File: src/hdl/hw_regmap_pkg.sv
package hw_regmap_pkg;

  // Register addresses
  localparam logic [31:0] HELLO_WORLD_ADDR = 32'h0000_0500;
  localparam logic [31:0] VLED_ADDR        = 32'h0000_0504;
  localparam logic [31:0] CNT_CTRL_ADDR    = 32'h0000_0508;
  localparam logic [31:0] CNT_LOAD_ADDR    = 32'h0000_050C;
  localparam logic [31:0] CNT_WMARK_ADDR   = 32'h0000_0510;
  localparam logic [31:0] CNT_STAT_ADDR    = 32'h0000_0514;

  // Returned for any address outside the map
  localparam logic [31:0] UNIMPL_VALUE = 32'hDEAD_BEEF;

  // CNT_CTRL fields, tick value sits in bits 15:8
  localparam int CTRL_ENABLE_BIT  = 0;
  localparam int CTRL_ONESHOT_BIT = 1;
  localparam int CTRL_CLEAR_BIT   = 2;
  localparam int CTRL_TICK_LSB    = 8;

  // CNT_STAT watermark flag
  localparam int STAT_GE_BIT = 16;

  // Counter control, clear and load are single-cycle pulses
  typedef struct packed {
    logic        enable;
    logic        oneshot;
    logic        clear;
    logic        load;
    logic [7:0]  tick_value;
    logic [15:0] load_value;
    logic [15:0] watermark;
  } cnt_ctrl_t;

  typedef struct packed {
    logic        tick;
    logic        ge_watermark;
    logic [15:0] count;
  } cnt_stat_t;

endpackage

File: src/hdl/axil_pkg.sv
package axil_pkg;

  // Bus widths
  localparam int AXIL_ADDR_W = 32;
  localparam int AXIL_DATA_W = 32;
  localparam int AXIL_STRB_W = AXIL_DATA_W / 8;

  // Response codes
  localparam logic [1:0] RESP_OKAY = 2'b00;

  // Master to slave
  typedef struct packed {
    logic                   awvalid;
    logic [AXIL_ADDR_W-1:0] awaddr;
    logic                   wvalid;
    logic [AXIL_DATA_W-1:0] wdata;
    logic [AXIL_STRB_W-1:0] wstrb;
    logic                   bready;
    logic                   arvalid;
    logic [AXIL_ADDR_W-1:0] araddr;
    logic                   rready;
  } axil_req_t;

  // Slave to master
  typedef struct packed {
    logic                   awready;
    logic                   wready;
    logic                   bvalid;
    logic [1:0]             bresp;
    logic                   arready;
    logic                   rvalid;
    logic [AXIL_DATA_W-1:0] rdata;
    logic [1:0]             rresp;
  } axil_rsp_t;

endpackage
File: src/hdl/hello_world_top.sv
`timescale 1ns/1ns

module hello_world_top #(
  parameter int CNT_W  = 16,
  parameter int TICK_W = 8
) (
  input  logic                clk_main_a0,
  input  logic                rst_main_n_sync,
  input  axil_pkg::axil_req_t req,
  output axil_pkg::axil_rsp_t rsp,
  input  logic [15:0]         vdip,
  output logic [15:0]         vled
);

  logic                             wr_en;
  logic [axil_pkg::AXIL_ADDR_W-1:0] wr_addr;
  logic [axil_pkg::AXIL_DATA_W-1:0] wr_data;
  logic                             rd_en;
  logic [axil_pkg::AXIL_ADDR_W-1:0] rd_addr;
  logic [axil_pkg::AXIL_DATA_W-1:0] rd_data;
  hw_regmap_pkg::cnt_ctrl_t         cnt_ctrl;
  hw_regmap_pkg::cnt_stat_t         cnt_stat;

  // Bus protocol engine
  axil_slave_fsm u_axil_slave_fsm (
    .clk_main_a0     (clk_main_a0),
    .rst_main_n_sync (rst_main_n_sync),
    .req             (req),
    .rsp             (rsp),
    .wr_en           (wr_en),
    .wr_addr         (wr_addr),
    .wr_data         (wr_data),
    .rd_en           (rd_en),
    .rd_addr         (rd_addr),
    .rd_data         (rd_data)
  );

  hw_regs #(
    .CNT_W  (CNT_W),
    .TICK_W (TICK_W)
  ) u_hw_regs (
    .clk_main_a0     (clk_main_a0),
    .rst_main_n_sync (rst_main_n_sync),
    .wr_en           (wr_en),
    .wr_addr         (wr_addr),
    .wr_data         (wr_data),
    .rd_en           (rd_en),
    .rd_addr         (rd_addr),
    .rd_data         (rd_data),
    .vdip            (vdip),
    .vled            (vled),
    .cnt_ctrl        (cnt_ctrl),
    .cnt_stat        (cnt_stat)
  );

  // Counter steered by the CNT_* registers
  tick_counter #(
    .CNT_W  (CNT_W),
    .TICK_W (TICK_W)
  ) u_tick_counter (
    .clk_main_a0     (clk_main_a0),
    .rst_main_n_sync (rst_main_n_sync),
    .ctrl            (cnt_ctrl),
    .stat            (cnt_stat)
  );

endmodule

File: src/hdl/tick_counter.sv
`timescale 1ns/1ns

module tick_counter #(
  parameter int CNT_W  = 16,
  parameter int TICK_W = 8
) (
  input  logic                     clk_main_a0,
  input  logic                     rst_main_n_sync,
  input  hw_regmap_pkg::cnt_ctrl_t ctrl,
  output hw_regmap_pkg::cnt_stat_t stat
);

  logic [TICK_W-1:0] tick_cnt_q;
  logic [CNT_W-1:0]  cnt_q;
  logic              tick_q;
  logic              ge_q;
  logic              tick_hit;
  logic              cnt_full;

  // Prescaler wraps once it reaches the programmed tick value
  assign tick_hit = (tick_cnt_q >= ctrl.tick_value);
  assign cnt_full = (cnt_q == {CNT_W{1'b1}});

  always_ff @(posedge clk_main_a0) begin
    if (!rst_main_n_sync) begin
      tick_cnt_q <= '0;
      cnt_q      <= '0;
    end else begin
      if (ctrl.clear) begin
        tick_cnt_q <= '0;
      end else if (ctrl.enable) begin
        tick_cnt_q <= tick_hit ? '0 : tick_cnt_q + 1'b1;
      end

      // Clear wins over load, load over counting
      if (ctrl.clear) begin
        cnt_q <= '0;
      end else if (ctrl.load) begin
        cnt_q <= ctrl.load_value;
      end else if (ctrl.enable && tick_hit && !(ctrl.oneshot && cnt_full)) begin
        cnt_q <= cnt_q + 1'b1;
      end
    end
  end

  // Status flags, one cycle behind the count
  always_ff @(posedge clk_main_a0) begin
    if (!rst_main_n_sync) begin
      tick_q <= 1'b0;
      ge_q   <= 1'b0;
    end else begin
      tick_q <= ctrl.enable & tick_hit;
      ge_q   <= (cnt_q >= ctrl.watermark);
    end
  end

  assign stat.tick         = tick_q;
  assign stat.ge_watermark = ge_q;
  assign stat.count        = cnt_q;

endmodule

File: src/hdl/hw_regs.sv
`timescale 1ns/1ns

module hw_regs #(
  parameter int CNT_W  = 16,
  parameter int TICK_W = 8
) (
  input  logic                      clk_main_a0,
  input  logic                      rst_main_n_sync,
  input  logic                      wr_en,
  input  logic [31:0]               wr_addr,
  input  logic [31:0]               wr_data,
  input  logic                      rd_en,
  input  logic [31:0]               rd_addr,
  output logic [31:0]               rd_data,
  input  logic [15:0]               vdip,
  output logic [15:0]               vled,
  output hw_regmap_pkg::cnt_ctrl_t  cnt_ctrl,
  input  hw_regmap_pkg::cnt_stat_t  cnt_stat
);

  logic [31:0]       hello_world_q;
  logic [31:0]       hello_world_swapped;
  logic              cnt_enable_q;
  logic              cnt_oneshot_q;
  logic [TICK_W-1:0] tick_value_q;
  logic [CNT_W-1:0]  load_value_q;
  logic [CNT_W-1:0]  watermark_q;
  logic              clear_pulse_q;
  logic              load_pulse_q;
  logic [15:0]       vled_q;
  logic [15:0]       vdip_q;
  logic [15:0]       vdip_q2;
  logic [31:0]       ctrl_word;
  logic [31:0]       stat_word;

  // --------------------------------------------------------------------------
  // Register writes
  // --------------------------------------------------------------------------
  always_ff @(posedge clk_main_a0) begin
    if (!rst_main_n_sync) begin
      hello_world_q <= '0;
      cnt_enable_q  <= 1'b0;
      cnt_oneshot_q <= 1'b0;
      tick_value_q  <= '0;
      load_value_q  <= '0;
      watermark_q   <= '0;
      clear_pulse_q <= 1'b0;
      load_pulse_q  <= 1'b0;
    end else begin
      clear_pulse_q <= 1'b0;
      load_pulse_q  <= 1'b0;
      if (wr_en) begin
        case (wr_addr)
          hw_regmap_pkg::HELLO_WORLD_ADDR: hello_world_q <= wr_data;
          hw_regmap_pkg::CNT_CTRL_ADDR: begin
            cnt_enable_q  <= wr_data[hw_regmap_pkg::CTRL_ENABLE_BIT];
            cnt_oneshot_q <= wr_data[hw_regmap_pkg::CTRL_ONESHOT_BIT];
            tick_value_q  <= wr_data[hw_regmap_pkg::CTRL_TICK_LSB +: TICK_W];
            // Clear is a command, never stored
            clear_pulse_q <= wr_data[hw_regmap_pkg::CTRL_CLEAR_BIT];
          end
          hw_regmap_pkg::CNT_LOAD_ADDR: begin
            load_value_q <= wr_data[CNT_W-1:0];
            load_pulse_q <= 1'b1;
          end
          hw_regmap_pkg::CNT_WMARK_ADDR: watermark_q <= wr_data[CNT_W-1:0];
          default: ;
        endcase
      end
    end
  end

  assign cnt_ctrl.enable     = cnt_enable_q;
  assign cnt_ctrl.oneshot    = cnt_oneshot_q;
  assign cnt_ctrl.clear      = clear_pulse_q;
  assign cnt_ctrl.load       = load_pulse_q;
  assign cnt_ctrl.tick_value = tick_value_q;
  assign cnt_ctrl.load_value = load_value_q;
  assign cnt_ctrl.watermark  = watermark_q;

  // --------------------------------------------------------------------------
  // Read mux
  // --------------------------------------------------------------------------
  assign hello_world_swapped = {hello_world_q[7:0], hello_world_q[15:8],
                                hello_world_q[23:16], hello_world_q[31:24]};

  always_comb begin
    ctrl_word = '0;
    ctrl_word[hw_regmap_pkg::CTRL_ENABLE_BIT]  = cnt_enable_q;
    ctrl_word[hw_regmap_pkg::CTRL_ONESHOT_BIT] = cnt_oneshot_q;
    ctrl_word[hw_regmap_pkg::CTRL_TICK_LSB +: TICK_W] = tick_value_q;
    stat_word = '0;
    stat_word[CNT_W-1:0] = cnt_stat.count;
    stat_word[hw_regmap_pkg::STAT_GE_BIT] = cnt_stat.ge_watermark;
  end

  always_comb begin
    rd_data = '0;
    if (rd_en) begin
      case (rd_addr)
        hw_regmap_pkg::HELLO_WORLD_ADDR: rd_data = hello_world_swapped;
        hw_regmap_pkg::VLED_ADDR:        rd_data = {16'h0000, vled_q};
        hw_regmap_pkg::CNT_CTRL_ADDR:    rd_data = ctrl_word;
        hw_regmap_pkg::CNT_LOAD_ADDR:    rd_data = 32'(load_value_q);
        hw_regmap_pkg::CNT_WMARK_ADDR:   rd_data = 32'(watermark_q);
        hw_regmap_pkg::CNT_STAT_ADDR:    rd_data = stat_word;
        default:                         rd_data = hw_regmap_pkg::UNIMPL_VALUE;
      endcase
    end
  end

  // --------------------------------------------------------------------------
  // Virtual LEDs
  // --------------------------------------------------------------------------
  // Shadow of hello-world low half, masked by synchronised DIP switches
  always_ff @(posedge clk_main_a0) begin
    if (!rst_main_n_sync) begin
      vled_q  <= '0;
      vdip_q  <= '0;
      vdip_q2 <= '0;
      vled    <= '0;
    end else begin
      vled_q  <= hello_world_q[15:0];
      vdip_q  <= vdip;
      vdip_q2 <= vdip_q;
      vled    <= vled_q & vdip_q2;
    end
  end

endmodule

File: src/hdl/axil_slave_fsm.sv
`timescale 1ns/1ns

module axil_slave_fsm (
  input  logic                             clk_main_a0,
  input  logic                             rst_main_n_sync,
  input  axil_pkg::axil_req_t              req,
  output axil_pkg::axil_rsp_t              rsp,
  output logic                             wr_en,
  output logic [axil_pkg::AXIL_ADDR_W-1:0] wr_addr,
  output logic [axil_pkg::AXIL_DATA_W-1:0] wr_data,
  output logic                             rd_en,
  output logic [axil_pkg::AXIL_ADDR_W-1:0] rd_addr,
  input  logic [axil_pkg::AXIL_DATA_W-1:0] rd_data
);

  logic                             wr_active_q;
  logic [axil_pkg::AXIL_ADDR_W-1:0] wr_addr_q;
  logic                             bvalid_q;
  logic                             aw_hs;
  logic                             wready;
  logic                             ar_acc_q;
  logic [axil_pkg::AXIL_ADDR_W-1:0] rd_addr_q;
  logic                             rvalid_q;
  logic [axil_pkg::AXIL_DATA_W-1:0] rdata_q;
  logic                             arready;
  logic                             ar_hs;

  // --------------------------------------------------------------------------
  // Write channel
  // --------------------------------------------------------------------------
  assign aw_hs  = req.awvalid & ~wr_active_q;
  // Data phase closes once the response is pending
  assign wready = wr_active_q & ~bvalid_q & req.wvalid;

  always_ff @(posedge clk_main_a0) begin
    if (!rst_main_n_sync) begin
      wr_active_q <= 1'b0;
      bvalid_q    <= 1'b0;
    end else begin
      if (aw_hs) begin
        wr_active_q <= 1'b1;
      end else if (bvalid_q && req.bready) begin
        wr_active_q <= 1'b0;
      end
      if (wready) begin
        bvalid_q <= 1'b1;
      end else if (bvalid_q && req.bready) begin
        bvalid_q <= 1'b0;
      end
    end
  end

  always_ff @(posedge clk_main_a0) begin
    if (aw_hs) begin
      wr_addr_q <= req.awaddr;
    end
  end

  // --------------------------------------------------------------------------
  // Read channel
  // --------------------------------------------------------------------------
  assign arready = ~ar_acc_q & ~rvalid_q;
  assign ar_hs   = req.arvalid & arready;

  always_ff @(posedge clk_main_a0) begin
    if (!rst_main_n_sync) begin
      ar_acc_q <= 1'b0;
      rvalid_q <= 1'b0;
    end else begin
      ar_acc_q <= ar_hs;
      if (ar_acc_q) begin
        rvalid_q <= 1'b1;
      end else if (rvalid_q && req.rready) begin
        rvalid_q <= 1'b0;
      end
    end
  end

  // Address and data hold until the next accept
  always_ff @(posedge clk_main_a0) begin
    if (ar_hs) begin
      rd_addr_q <= req.araddr;
    end
    if (ar_acc_q) begin
      rdata_q <= rd_data;
    end
  end

  // Register side strobes
  assign wr_en   = wready;
  assign wr_addr = wr_addr_q;
  assign wr_data = req.wdata;
  assign rd_en   = ar_acc_q;
  assign rd_addr = rd_addr_q;

  always_comb begin
    rsp         = '0;
    rsp.awready = ~wr_active_q;
    rsp.wready  = wready;
    rsp.bvalid  = bvalid_q;
    rsp.bresp   = axil_pkg::RESP_OKAY;
    rsp.arready = arready;
    rsp.rvalid  = rvalid_q;
    rsp.rdata   = rdata_q;
    rsp.rresp   = axil_pkg::RESP_OKAY;
  end

endmodule

File: config.mk
export PLATFORM = sky130hd
export DESIGN_NAME = hello_world_top
export DESIGN_NICKNAME = d
export VERILOG_FILES = /design/src/hdl/hw_regmap_pkg.sv /design/src/hdl/axil_pkg.sv /design/src/hdl/hello_world_top.sv /design/src/hdl/tick_counter.sv /design/src/hdl/hw_regs.sv /design/src/hdl/axil_slave_fsm.sv
export SDC_FILE = /design/constraint.sdc
export NUM_CORES = 1
export LEC_CHECK = 0
export BUFFER_PORTS_ARGS = -buffer_cell sky130_fd_sc_hd__buf_2
export CORE_ASPECT_RATIO = 0.8
export CORE_UTILIZATION = 48
export DETAILED_ROUTE_END_ITERATION = 7
export PLACE_DENSITY = 0.75
export SKIP_CTS_REPAIR_TIMING = 1
export SLEW_MARGIN = 20
export SYNTH_ARGS = -nofsm -noshare
export SYNTH_HDL_FRONTEND = slang
export SYNTH_SLANG_ARGS = --single-unit
File: constraint.sdc
create_clock -name clk_main_a0 -period 5.32 [get_ports clk_main_a0]
set_input_delay 0.266 -clock clk_main_a0 [delete_from_list [all_inputs] [get_ports clk_main_a0]]
set_output_delay 0.266 -clock clk_main_a0 [all_outputs]
set_load 0.01 [all_outputs]
### Word level (Yosys, flattened, before mapping)

Cells that the tools add are included.

* register bits: 265
* latch bits: 0
* RAM bits: 0
* memory bits (read-only): 0
* bits of input ports: 123
* word-level logic and storage cells: 75
* memories kept: 0

* add/subtract/negate cells: 2
* multipliers: 0
* div/mod/pow operators: 0
* order comparisons: 2
* equality and inequality tests: 11
* shifts and indexed selects: 0
* mux-type cells: 10
* bitwise logic cells: 11
* reduce and logical (&&, ||, !) cells: 17

Operators by type and width (count)
* $eq A32 B11 Y1 const B: 10
* $pmux W32 S6: 1
* $mux W16: 2
* $add A16 B1 Y16 const B: 1
* $and A16 B16 Y16: 1
* $eq A16 B16 Y1 const B: 1
* $ge A16 B16 Y1: 1
* $reduce_and A2 Y1: 5
* $add A8 B1 Y8 const B: 1
* $ge A8 B8 Y1: 1
* $mux W8: 1
* $reduce_bool A2 Y1: 4
* $mux W1: 6
* $and A1 B1 Y1: 5
* $logic_and A1 B1 Y1: 5
* $not A1 Y1: 5
* $reduce_and A3 Y1: 1
* $reduce_or A2 Y1: 1
* $logic_not A1 Y1: 1

### Logic depth before layout (Yosys ltp)

Gate-level depths: netlist of the first run.

* depth in word-level cells: 6
* depth in mapped cells: 9
* mapped depth without buffers: 8

### By module

Synthesis of the first run repeated with hierarchy kept, for this count alone.

* cells, all modules: 972
* area total of the unflattened synthesis: 11254.5 µm²

By module, submodules not included
* hw_regs: times used 1, cells each 586, area an instance 5997.0 µm², seq. area each 2802.7 µm²
* axil_slave_fsm: times used 1, cells each 155, area an instance 3357.0 µm², seq. area each 2962.8 µm²
* tick_counter: times used 1, cells each 231, area an instance 1900.6 µm², seq. area each 520.5 µm²

### Worst setup path after synthesis of the first run

Ideal clock, no wire load.

* path type: flip-flop to flip-flop
* start point: register u_hw_regs.tick_value_q[7]
* end point: register u_tick_counter.cnt_q[14]
* arrival: 2.188 ns
* data required time: 5.187 ns
* path slack: 2.999 ns
* cell stages (with the launch flop): 10
* clock period less this slack: 2.321 ns
* cell sequence: dfxtp_1 -> inv_1 -> ha_1 -> and3_1 -> a221o_1 -> a32oi_1 -> clkbuf_1 -> nand4b_1 -> xor2_1 -> a21oi_1

* word-level cells in the longest chain between the ends: 4

RTL lines
* from (decl): RTL line hw_regs.sv:25 `logic [TICK_W-1:0] tick_value_q;`
* from (signal assigned): RTL line hw_regs.sv:58 `tick_value_q <= wr_data[hw_regmap_pkg::CTRL_TICK_LSB +: TICK_W];`
* $ge A8 B8 Y1: RTL line tick_counter.sv:21 `assign tick_hit = (tick_cnt_q >= ctrl.tick_value);`
* $logic_and A1 B1 Y1 (2 in a row): RTL line tick_counter.sv:40 `end else if (ctrl.enable && tick_hit && !(ctrl.oneshot && cnt_full)) begin`
* $reduce_bool A2 Y1 (no source line)
* to (signal assigned): RTL line tick_counter.sv:39 `cnt_q <= ctrl.load_value;`
* to (signal assigned): RTL line tick_counter.sv:41 `cnt_q <= cnt_q + 1'b1;`
* to (decl): RTL line tick_counter.sv:14 `logic [CNT_W-1:0] cnt_q;`

No other way between the ends.
A chain may end at the register's enable or synchronous reset.

### Final worst setup path of the first run

* start point: register u_axil_slave_fsm.wr_addr_q, in the netlist u_axil_slave_fsm.wr_addr[0]
* end point: register u_hw_regs.watermark_q[15]

* word-level cells in the longest chain between the ends: 2

RTL lines
* from (decl): RTL line axil_slave_fsm.sv:17 `logic [axil_pkg::AXIL_ADDR_W-1:0] wr_addr_q;`
* from (signal assigned): RTL line axil_slave_fsm.sv:55 `wr_addr_q <= req.awaddr;`
* $eq A32 B11 Y1: RTL line hw_regs.sv:53 `case (wr_addr)`
* $reduce_and A2 Y1 (no source line)
* to (signal assigned): RTL line hw_regs.sv:66 `hw_regmap_pkg::CNT_WMARK_ADDR: watermark_q <= wr_data[CNT_W-1:0];`
* to (decl): RTL line hw_regs.sv:27 `logic [CNT_W-1:0] watermark_q;`

No other way between the ends.

==> results of run 1 <==
==> routing by layer <==
| metal | track usage | up-vias | routed length [um] |
|---|---|---|---|
| met1 | 0.3054 | 3840 | 12050 |
| met4 | 0.08058 | 2 | 795 |
| met2 | 0.3457 | 379 | 13000 |
| met5 | 0 | - | 8 |
| met3 | 0.04937 | 64 | 2355 |
| li1 | - | 3881 | - |
==> worst max-delay path: cells and delay by family (launching register included) <==
| kind | cells | cell delay [ps] |
|---|---|---|
| and+or+nand+nor | 5 | 2220 |
| DFF | 1 | 390 |
| AOI/OAI and AO/OA | 1 | 200 |
==> how the worst max path moves through the flow <==
stage	end	slack, ps	cells after the start
finish	u_hw_regs.watermark_q[15]	2430	6
global route	u_hw_regs.hello_world_q[15]	2240	7
CTS	u_hw_regs.hello_world_q[11]	2480	7
detailed placement	u_hw_regs.hello_world_q[12]	2500	7
global placement	u_hw_regs.hello_world_q[12]	2570	7
floorplan	u_tick_counter.cnt_q[14]	3000	9
==> cells in the mapped netlist (10+ instances only) <==
library cell and number:
a211oi_1 14, a21oi_1 43, a21oi_2 37, a221oi_1 13, and2_1 52, and3_1 26
clkbuf_1 34, dfxtp_1 169, edfxtp_1 96, ha_1 26, inv_1 33, mux2i_1 38
nand2_1 105, nand2_2 30, nor2_1 59, nor4_1 15, o21ai_0 24, o221ai_1 13
xnor2_1 10
==> through the flow <==
stage | cell area, sq um | total power, mW | util
6_report | 13490 | 4.342 | 0.6203
5_1_grt | 13490 | 4.459 | 0.6203
4_1_cts | 12650 | 4.298 | 0.5820
3_5_place_dp | 11740 | 2.397 | 0.5398
3_3_place_gp | 11740 | 2.392 | 0.5398
2_1_floorplan | 10730 | 2.308 | -
==> logic make-up (layout without fill, tap and decap cells) <==
kind of cell    Yosys count  after routing  synth area share
buf+inv                  96            351           0.04413
compound gates          170            170            0.1121
flops                   265            265            0.5846
xor+xnor                 19             19           0.01553
other cells               1              4         0.0003499
fa+ha+maj                26             26           0.03035
simple gates            348            348            0.1753
mux                      39             39           0.03759
==> flip-flops by register name, summed over array words and instances (netlist names), 16 cells and up <==
register and cells:
u_axil_slave_fsm.rd_addr 32, u_axil_slave_fsm.rdata_q 32, u_axil_slave_fsm.wr_addr 32, u_hw_regs.hello_world_q 32, u_hw_regs.load_value_q 16, u_hw_regs.vdip_q 16, u_hw_regs.vdip_q2 16, u_hw_regs.vled 16
u_hw_regs.vled_q 16, u_hw_regs.watermark_q 16, u_tick_counter.cnt_q 16
==> final cells by class <==
type                       instances  area (sq um)
clock buffer                      34         774.5
clock inverter                    14         141.4
fill                            1746          8255
inverter                          35         131.4
multi-input combinational        606          4005
sequential                       265          6266
tap                              300         375.4
timing repair buffer             268          1792
==> power by group <==
part | internal (mW) | switching (mW) | leakage [nW] | total (mW)
registers | 2.15 | 0.0196 | 2.24 | 2.17
clock network | 1.13 | 0.797 | 0.445 | 1.93
logic | 0.105 | 0.133 | 2.45 | 0.238
total | 3.39 | 0.950 | 5.13 | 4.34
==> impl_summary.log, run 1 <==
INFO  metric ant_nets = 0
INFO  metric top_level_ports = 180
INFO  metric detailedPlacementHpwl = 17.34 mm
INFO  metric outcome = complete, but fails checks
INFO  metric ys_dominant_reg_cell = dfxtp_1
INFO  metric start_kind = register
INFO  metric whs = -12.84 ps
INFO  metric cp_data_required_time = 5760 ps
INFO  metric die-height = 135.7 um
INFO  metric gr-total-overflow = 0
INFO  metric synth.lib_cells_used.distinct = 69
INFO  metric postSynth.asyncResetShare = 0
INFO  metric grt_pass1_wl = 39.47 mm
INFO  metric cts.reportedPaths.clkPinSlew = 70 ps
INFO  metric unrepaired_setup_endpoints_after_global_routing = false
INFO  metric cts_max_path_buffers = 3
INFO  metric cts_htree_levels = 1
INFO  metric grt_start_max_net_pins = 70
INFO  metric core.rowCount = 48
INFO  metric critPathMaxFanout = 16
INFO  metric cts_num_sinks = 265
INFO  metric finalSetupViolations = 0
INFO  metric preCtsSetupSlack = 2501 ps
INFO  metric worst_path_largest_cell_delay = 990 ps
INFO  metric measured_slew_at_the_worst_slew_check_pin = 1104 ps
INFO  metric layout.cells.most_common = buf_2
INFO  metric fmaxAchievable = 346.2 MHz
INFO  metric worst_r2r_endpoint = u_hw_regs.watermark_q[15]
INFO  metric clock_tree_from_tritoncts = yes
INFO  metric finish.cell_count_without_fillers = 1,522
INFO  metric die-area = 22,930 sq um
INFO  metric regToRegStartpoint = u_axil_slave_fsm.wr_addr[0]
INFO  metric antenna_cells = 0
INFO  metric finalMaxSlewViolations = 0
INFO  metric grtUsageTotal = 0.2222
INFO  metric hp-class = input port to register
INFO  metric mappedNetlistArea = 10,720 sq um
INFO  metric routed_wl = 28.21 mm
INFO  metric crit_path_top_delay_cell = nor4b_4
INFO  metric total_number_of_vias = 8,166
INFO  metric most-common-layout-cells = buf_2, dfxtp_1, nand2_1
INFO  metric ys_top_cells_by_area = dfxtp_1, edfxtp_1, nand2_1, mux2i_1, and2_1
INFO  metric root_buffer_cell = clkbuf_16
INFO  metric yosysTopAreaCell = dfxtp_1
INFO  metric synth-edff-count = 96
INFO  metric timing.critical_path.cells = nor4_1 -> nand4_1 -> or3_1 -> nor4b_4 -> nand2_1 -> a21oi_1
INFO  metric wl_per_cell = 18.53 um
INFO  metric r2r.worst_path.cells = 6
INFO  metric synth.avg_cell_area = 11.12 sq um
INFO  metric drive_gt1_frac = 0.2602
INFO  metric ys_ff_latch = 265
INFO  metric power-per-cell-area = 322.0 nW/um^2
INFO  metric layout.nets = 1,351
INFO  metric grt_pass1_vias = 7,289
INFO  metric setup_clock_skew_after_layout = 10.02 ps
INFO  metric failed_checks = negative hold slack
INFO  metric whs_endpoint = u_hw_regs.hello_world_q[22]
INFO  metric timing.reg2reg.setup_slack = 2430 ps
INFO  metric synth_top_cell_area_share = 0.3157
INFO  metric clk_latency = 530 ps
INFO  metric timing_hold_violations_final = 4
INFO  metric final_period_minus_worst_setup_slack = 2888 ps
INFO  metric core_region_area = 21,740 sq um
INFO  metric cts_buffers = 26
INFO  metric antenna_found_initial = 2
INFO  metric first_iter_violations = 754
INFO  metric die_width = 169.1 um
INFO  metric worst_setup_end_kind = register
INFO  metric port_buf_inserts = 171
INFO  metric worst-setup-path-type = register to register
INFO  metric post-route-period-util = 0.5429
INFO  metric critPathLaunch = u_axil_slave_fsm.wr_addr[0]
INFO  metric portion_of_the_post_synthesis_area_used_by_sequential_elements = 0.5846
INFO  metric relSlewSlack = 0.2609
INFO  metric vdd_drop_max = 0.0002603 V
INFO  metric drt_pre_antenna_iters = 6
INFO  metric p_leak = 5.134 nW
INFO  metric drt_drc_violations_left = 0
INFO  metric gpl.final_weighted_congestion = 0.9362
INFO  metric min_path_cells = 3
INFO  metric post_drt_via_cell_ratio = 5.365
INFO  metric drv.max_cap_violation_count = 0
INFO  metric initial_core_util = 0.4930
INFO  metric timing.hold.worst.start = req[61]
INFO  metric critical_path_arrival = 3330 ps
INFO  metric timing.final.ws_setup = 2432 ps
INFO  metric numPlacedInstances = 1,391
INFO  metric area_growth = 25.82%
INFO  metric syn-instance-count = 964
INFO  metric synthesis.yosys.warnings = 0
INFO  metric tns = 0 ps
No activity file was read; power rests on OpenSTA's default activity.
==> inputs of run 2 (changes only) <==
PLACE_DENSITY = 0.77   (was 0.75)
clock period = 2.4 ns   (was 5.32 ns; I/O delays follow)
==> run 2 against run 1 <==
  * The flow now finishes without violations
  * Cell area up 5.1%
  * Sequential share of layout area down 2.2 points
  * Cell count up 3.6%
  * Fmax up 23%
  * Non-clock buffer count up 55
  * Total power up 130%
  * Clock-buffer cell count down 3
  * Register-to-register slack worse by 2400 ps
  * Setup slack worse by 2400 ps
  * Critical path type unchanged
  * Critical endpoint is now u_hw_regs.tick_value_q[3]
  * Largest cell class unchanged
==> impl_summary.log, run 2 (synthesis gave the netlist of run 1 again) <==
INFO  metric outcome = finished clean
INFO  metric detailedPlacementHpwl = 18.41 mm
INFO  metric final_period_minus_worst_setup_slack = 2353 ps
INFO  metric antenna_cells = 0
INFO  metric hp-class = input port to register
INFO  metric grtUsageTotal = 0.2273
INFO  metric cts_htree_levels = 1
INFO  metric worst-setup-path-type = register to register
INFO  metric critPathLaunch = u_axil_slave_fsm.wr_addr[1]
INFO  metric first_iter_violations = 618
INFO  metric top_level_ports = 180
INFO  metric measured_slew_at_the_worst_slew_check_pin = 829.6 ps
INFO  metric core_region_area = 21,740 sq um
INFO  metric cts_max_path_buffers = 3
INFO  metric cts_buffers = 26
INFO  metric gr-total-overflow = 0
INFO  metric grt_pass1_vias = 7,563
INFO  metric relSlewSlack = 0.4464
INFO  metric antenna_found_initial = 0
INFO  metric clock_tree_from_tritoncts = yes
INFO  metric timing.hold.worst.start = rst_main_n_sync
INFO  metric finalSetupViolations = 0
INFO  metric worst_setup_end_kind = register
INFO  metric grt_start_max_net_pins = 78
INFO  metric cts.reportedPaths.clkPinSlew = 60 ps
INFO  metric layout.nets = 1,406
INFO  metric layout.cell_area.non_filler = 14,170 sq um
INFO  metric total_number_of_vias = 8,456
INFO  metric finalMaxSlewViolations = 0
INFO  metric drive_gt1_frac = 0.2733
INFO  metric drt_drc_violations_left = 0
INFO  metric p_total = 9.845 mW
INFO  metric die_width = 169.1 um
INFO  metric most-common-layout-cells = buf_2, dfxtp_1, dlygate4sd3_1
INFO  metric critical_path_arrival = 2760 ps
INFO  metric placed_cell_area = 12,000 sq um
INFO  metric p_leak = 5.436 nW
INFO  metric timing.reg2reg.setup_slack = 50 ps
INFO  metric ant_nets = 0
INFO  metric regToRegStartpoint = u_axil_slave_fsm.wr_addr[1]
INFO  metric layout.cells.most_common = buf_2
INFO  metric setup_clock_skew_after_layout = 12.95 ps
INFO  metric critPathMaxFanout = 10
INFO  metric die-height = 135.7 um
INFO  metric routed_wl = 29.94 mm
INFO  metric post_drt_via_cell_ratio = 5.362
INFO  metric vdd_drop_max = 0.0005330 V
INFO  metric cts_num_sinks = 265
INFO  metric wl_per_cell = 18.99 um
INFO  metric timing_hold_violations_final = 0
INFO  metric initial_core_util = 0.4930
INFO  metric n_fill_cell = 1,667
INFO  metric drt_pre_antenna_iters = 5
INFO  metric whs = 39.54 ps
INFO  metric area_growth = 32.21%
INFO  metric tns = 0 ps
INFO  metric start_kind = register
INFO  metric post-route-period-util = 0.9805
INFO  metric root_buffer_cell = clkbuf_16
INFO  metric clk_latency = 540 ps
INFO  metric core.rowCount = 48
INFO  metric cp_data_required_time = 2810 ps
INFO  metric drv.max_cap_violation_count = 0
INFO  metric fmaxAchievable = 424.9 MHz
INFO  metric power-per-cell-area = 694.8 nW/um^2
INFO  metric die-area = 22,930 sq um
INFO  metric port_buf_inserts = 171
INFO  metric gpl.final_weighted_congestion = 0.9129
INFO  metric grt_pass1_wl = 40.49 mm
[run 2: changes by cell type in the layout (fill, tap and decap cells not counted), moves of 3 or more]
cell | previous run | this run
dlygate4sd3_1 | 83 | 116
buf_12 | 0 | 8
nor4_2 | 0 | 3
clkinv_2 | 4 | 1
nor4_1 | 15 | 12
dfxtp_2 | 0 | 4
buf_4 | 14 | 28
dfxtp_1 | 169 | 165
[run 2: power by group]
part	switching [mW]	internal, mW
sequential	0.0501	4.78
combinational	0.314	0.279
clock	1.80	2.63
total	2.16	7.68
[run 2: final timing paths]
kind                                     to  cells after the start
setup / recovery  u_hw_regs.tick_value_q[3]                      8
hold / removal      u_hw_regs.clear_pulse_q                      3
setup reg to reg  u_hw_regs.tick_value_q[3]                      8
hold reg to reg        u_hw_regs.vdip_q2[7]                      1
[run 2: layout make-up]
type	count	area, sq um	area share
Inverter	35	131.4	0.009272
Tap cell	300	375.4	0.02649
Multi-Input combinational cell	606	4060	0.2865
Sequential cell	265	6271	0.4426
Clock buffer	31	732.0	0.05166
Timing Repair Buffer	323	2387	0.1685
Clock inverter	17	212.7	0.01501
[run 2: per-layer routing]
metal / vias up / wire (um) / global-route usage
li1: 3991 / - / -
met1: 4052 / 12810 / 0.3111
met2: 365 / 14100 / 0.3646
met3: 48 / 2343 / 0.04820
met4: 0 / 691 / 0.06557
met5: - / 0 / 0
[run 2: worst max-delay path, stage by stage, from the launching register on]
cell and delay (ps):
edfxtp_1 410, nor4_2 350, nand4_1 220, or3_1 370
buf_4 180, nor3_4 230, buf_12 180, mux2i_1 200
nor2_1 60
[run 2: through the flow]
stage          std cells  setup WS, ps    util
2_1_floorplan        967         79.29       -
3_3_place_gp        1413         121.8  0.5521
3_5_place_dp        1413         42.68  0.5521
4_1_cts             1461         29.87  0.5955
5_1_grt             1577        -42.74  0.6518
6_report            1577         46.70  0.6518
==> inputs of run 3 (changes only) <==
BUFFER_PORTS_ARGS = unset   (was -buffer_cell sky130_fd_sc_hd__buf_2)
CTS_CLUSTER_SIZE = 24   (was unset)
DONT_BUFFER_PORTS = 1   (was unset)
GPL_TIMING_DRIVEN = 0   (was unset)
PLACE_DENSITY = 0.7   (was 0.77)
==> run 3 against run 2 <==
  * The flow now finishes with violations (negative setup slack)
  * Hold slack worse by 2.7 ps
  * Fmax shrank 2.0%
  * Clock-buffer cell count rose by 6
  * Core utilization down 3.6 points
==> impl_summary.log, run 3 (synthesis gave the netlist of run 1 again) <==
INFO  metric outcome = complete, but fails checks
INFO  metric failed_checks = negative setup slack
INFO  metric power.share.clock = 0.437
INFO  metric critical_path_arrival = 2790 ps
INFO  metric most-common-layout-cells = dfxtp_1, dlygate4sd3_1, nand2_1
INFO  metric routed_wl = 30.52 mm
INFO  metric worst_setup_end_kind = register
INFO  metric r2r.worst_path.cells = 8
INFO  metric power-per-cell-area = 708.1 nW/um^2
INFO  metric die-height = 135.7 um
INFO  metric initial_core_util = 0.4930
INFO  metric top_level_ports = 180
INFO  metric gr-total-overflow = 0
INFO  metric post-route-period-util = 1.000
INFO  metric unrepaired_setup_endpoints_after_global_routing = true
INFO  metric grt_start_max_net_pins = 33
INFO  metric area_growth = 24.89%
INFO  metric drt_pre_antenna_iters = 5
INFO  metric start_kind = register
INFO  metric wl_per_cell = 21.14 um
INFO  metric kind_of_cell_adding_the_most_delay_to_the_critical_path = simple AND/OR/NAND/NOR gates
INFO  metric critPathMaxFanout = 10
INFO  metric final_period_minus_worst_setup_slack = 2401 ps
INFO  metric critPathLaunch = u_axil_slave_fsm.wr_addr[26]
INFO  metric timing.reg2reg.setup_slack = -0.8 ps
INFO  metric post_drt_via_cell_ratio = 5.533
INFO  metric timing_hold_violations_final = 0
INFO  metric detailedPlacementHpwl = 20.63 mm
INFO  metric cts_num_sinks = 265
INFO  metric worst-setup-path-type = register to register
INFO  metric ant_nets = 0
INFO  metric crit_path_top_delay_cell = or4_4
INFO  metric total_number_of_vias = 7,990
INFO  metric timing.critical_path.cells = nor4_2 -> nand4_1 -> or3_1 -> buf_6 -> or4_4 -> buf_12 -> nand2_2 -> a21oi_2
INFO  metric port_buf_inserts = 0
INFO  metric post-route-util = 0.6157
INFO  metric cts_htree_levels = 1
INFO  metric cp_num_buf_inv = 2
INFO  metric finalSetupViolations = 1
INFO  metric p_total = 9.478 mW
INFO  metric preCtsSetupSlack = -590.0 ps
INFO  metric cp_data_required_time = 2790 ps
INFO  metric netSwitchingFraction = 0.2220
INFO  metric first_iter_violations = 574
INFO  metric cts.reportedPaths.clkPinSlew = 60 ps
INFO  metric worst_path_largest_cell_delay = 500 ps
INFO  metric clk_latency = 540 ps
INFO  metric layout.nets = 1,271
INFO  metric n_fill_cell = 1,778
INFO  metric cts_max_path_buffers = 3
INFO  metric hp-class = input port to register
INFO  metric antenna_found_initial = 2
INFO  metric measured_slew_at_the_worst_slew_check_pin = 902.4 ps
INFO  metric setup_clock_skew_after_layout = 11.43 ps
INFO  metric worst_r2r_endpoint = u_hw_regs.hello_world_q[27]
INFO  metric die-area = 22,930 sq um
INFO  metric min_path_cells = 2
INFO  metric clock_tree_from_tritoncts = yes
INFO  metric vdd_drop_max = 0.0007153 V
INFO  metric timing.final.ws_setup = -0.8431 ps
INFO  metric drive_gt1_frac = 0.1575
INFO  metric grtUsageTotal = 0.2408
INFO  metric drt_drc_violations_left = 0
INFO  metric fmaxAchievable = 416.5 MHz
INFO  metric die_width = 169.1 um
INFO  metric drv.max_cap_violation_count = 0
INFO  metric cts_buffers = 27
INFO  metric whs_endpoint = u_hw_regs.vdip_q[0]
INFO  metric relSlewSlack = 0.3984
INFO  metric timing.hold.worst.start = rst_main_n_sync
INFO  metric fraction_of_power_consumed_by_sequential_logic = 0.511
INFO  metric layout.cell_area.non_filler = 13,390 sq um
INFO  metric gpl.final_weighted_congestion = 0.9853
INFO  metric layout.cells.most_common = dfxtp_1
INFO  metric intPower = 7.374 mW
INFO  metric core.rowCount = 48
INFO  metric netsw = 2.104 mW
INFO  metric placed_cell_area = 11,150 sq um
INFO  metric comb_power_share = 0.052
INFO  metric core_region_area = 21,740 sq um
INFO  metric grt_pass1_wl = 40.78 mm
INFO  metric regToRegStartpoint = u_axil_slave_fsm.wr_addr[26]
INFO  metric root_buffer_cell = clkbuf_16
INFO  metric p_leak = 4.791 nW
INFO  metric finalMaxSlewViolations = 0
INFO  metric grt_pass1_vias = 6,827
[run 3: cell count changes in the layout (fill, tap and decap cells not counted), moves of 3 or more]
cell       before  now
clkbuf_2        0    7
buf_6           0    5
buf_12          8    4
clkbuf_1        1   33
clkinv_2        1    6
buf_4          28   15
bufinv_16       4    1
buf_1           0    5
buf_2         171    3
[run 3: stage by stage]
step | hold WS [ps] | cells | setup TNS, ps
6_report | 36.88 | 1444 | -0.8431
5_1_grt | 47.02 | 1444 | -3731
4_1_cts | -339.4 | 1319 | -26660
3_5_place_dp | 218.9 | 1269 | -24400
3_3_place_gp | 218.9 | 1267 | -40880
2_1_floorplan | 218.9 | 967 | 0
[run 3: worst max-delay path by stage]
stage                                               to  slack, ps  cells after the start
after global routing       u_hw_regs.hello_world_q[27]       -130                      8
after global placement        u_tick_counter.cnt_q[14]       -530                      9
final                      u_hw_regs.hello_world_q[27]       -0.8                      8
after CTS                 u_axil_slave_fsm.rdata_q[23]       -590                      5
after detailed placement  u_axil_slave_fsm.rdata_q[23]       -590                      5
after floorplan               u_tick_counter.cnt_q[14]         80                      9
[run 3: cell type report]
type,instances,area (sq um),share of cell area
Inverter,35,131.4,0.009815
Tap cell,300,375.4,0.02804
Antenna cell,1,2.502,0.0001870
Clock inverter,13,100.1,0.007478
Multi-Input combinational cell,606,4099,0.3062
Buffer,59,350.3,0.02617
Clock buffer,37,778.2,0.05814
Sequential cell,265,6271,0.4685
Timing Repair Buffer,128,1277,0.09544
[run 3: metal layers]
metal	wire length, um	GRT usage	share of wire
met3	2972	0.08910	0.097
met1	13540	0.3377	0.44
met4	771	0.08208	0.025
met5	0	0	0
met2	13230	0.3404	0.43
[run 3: worst reg2reg max path: stages, from the launching register on]
cell      delay (ps)
edfxtp_1         380
nor4_2           350
nand4_1          200
or3_1            360
buf_6            150
or4_4            500
buf_12           190
nand2_2           80
a21oi_2           50
[run 3: power by group through the flow]
stage	logic (mW)	clock network, mW	registers [mW]
floorplan	0.191	0	4.93
global placement	0.273	0	4.94
detailed placement	0.296	0	4.93
CTS	0.297	4.16	4.84
global route	0.521	4.36	4.85
finish	0.492	4.14	4.85
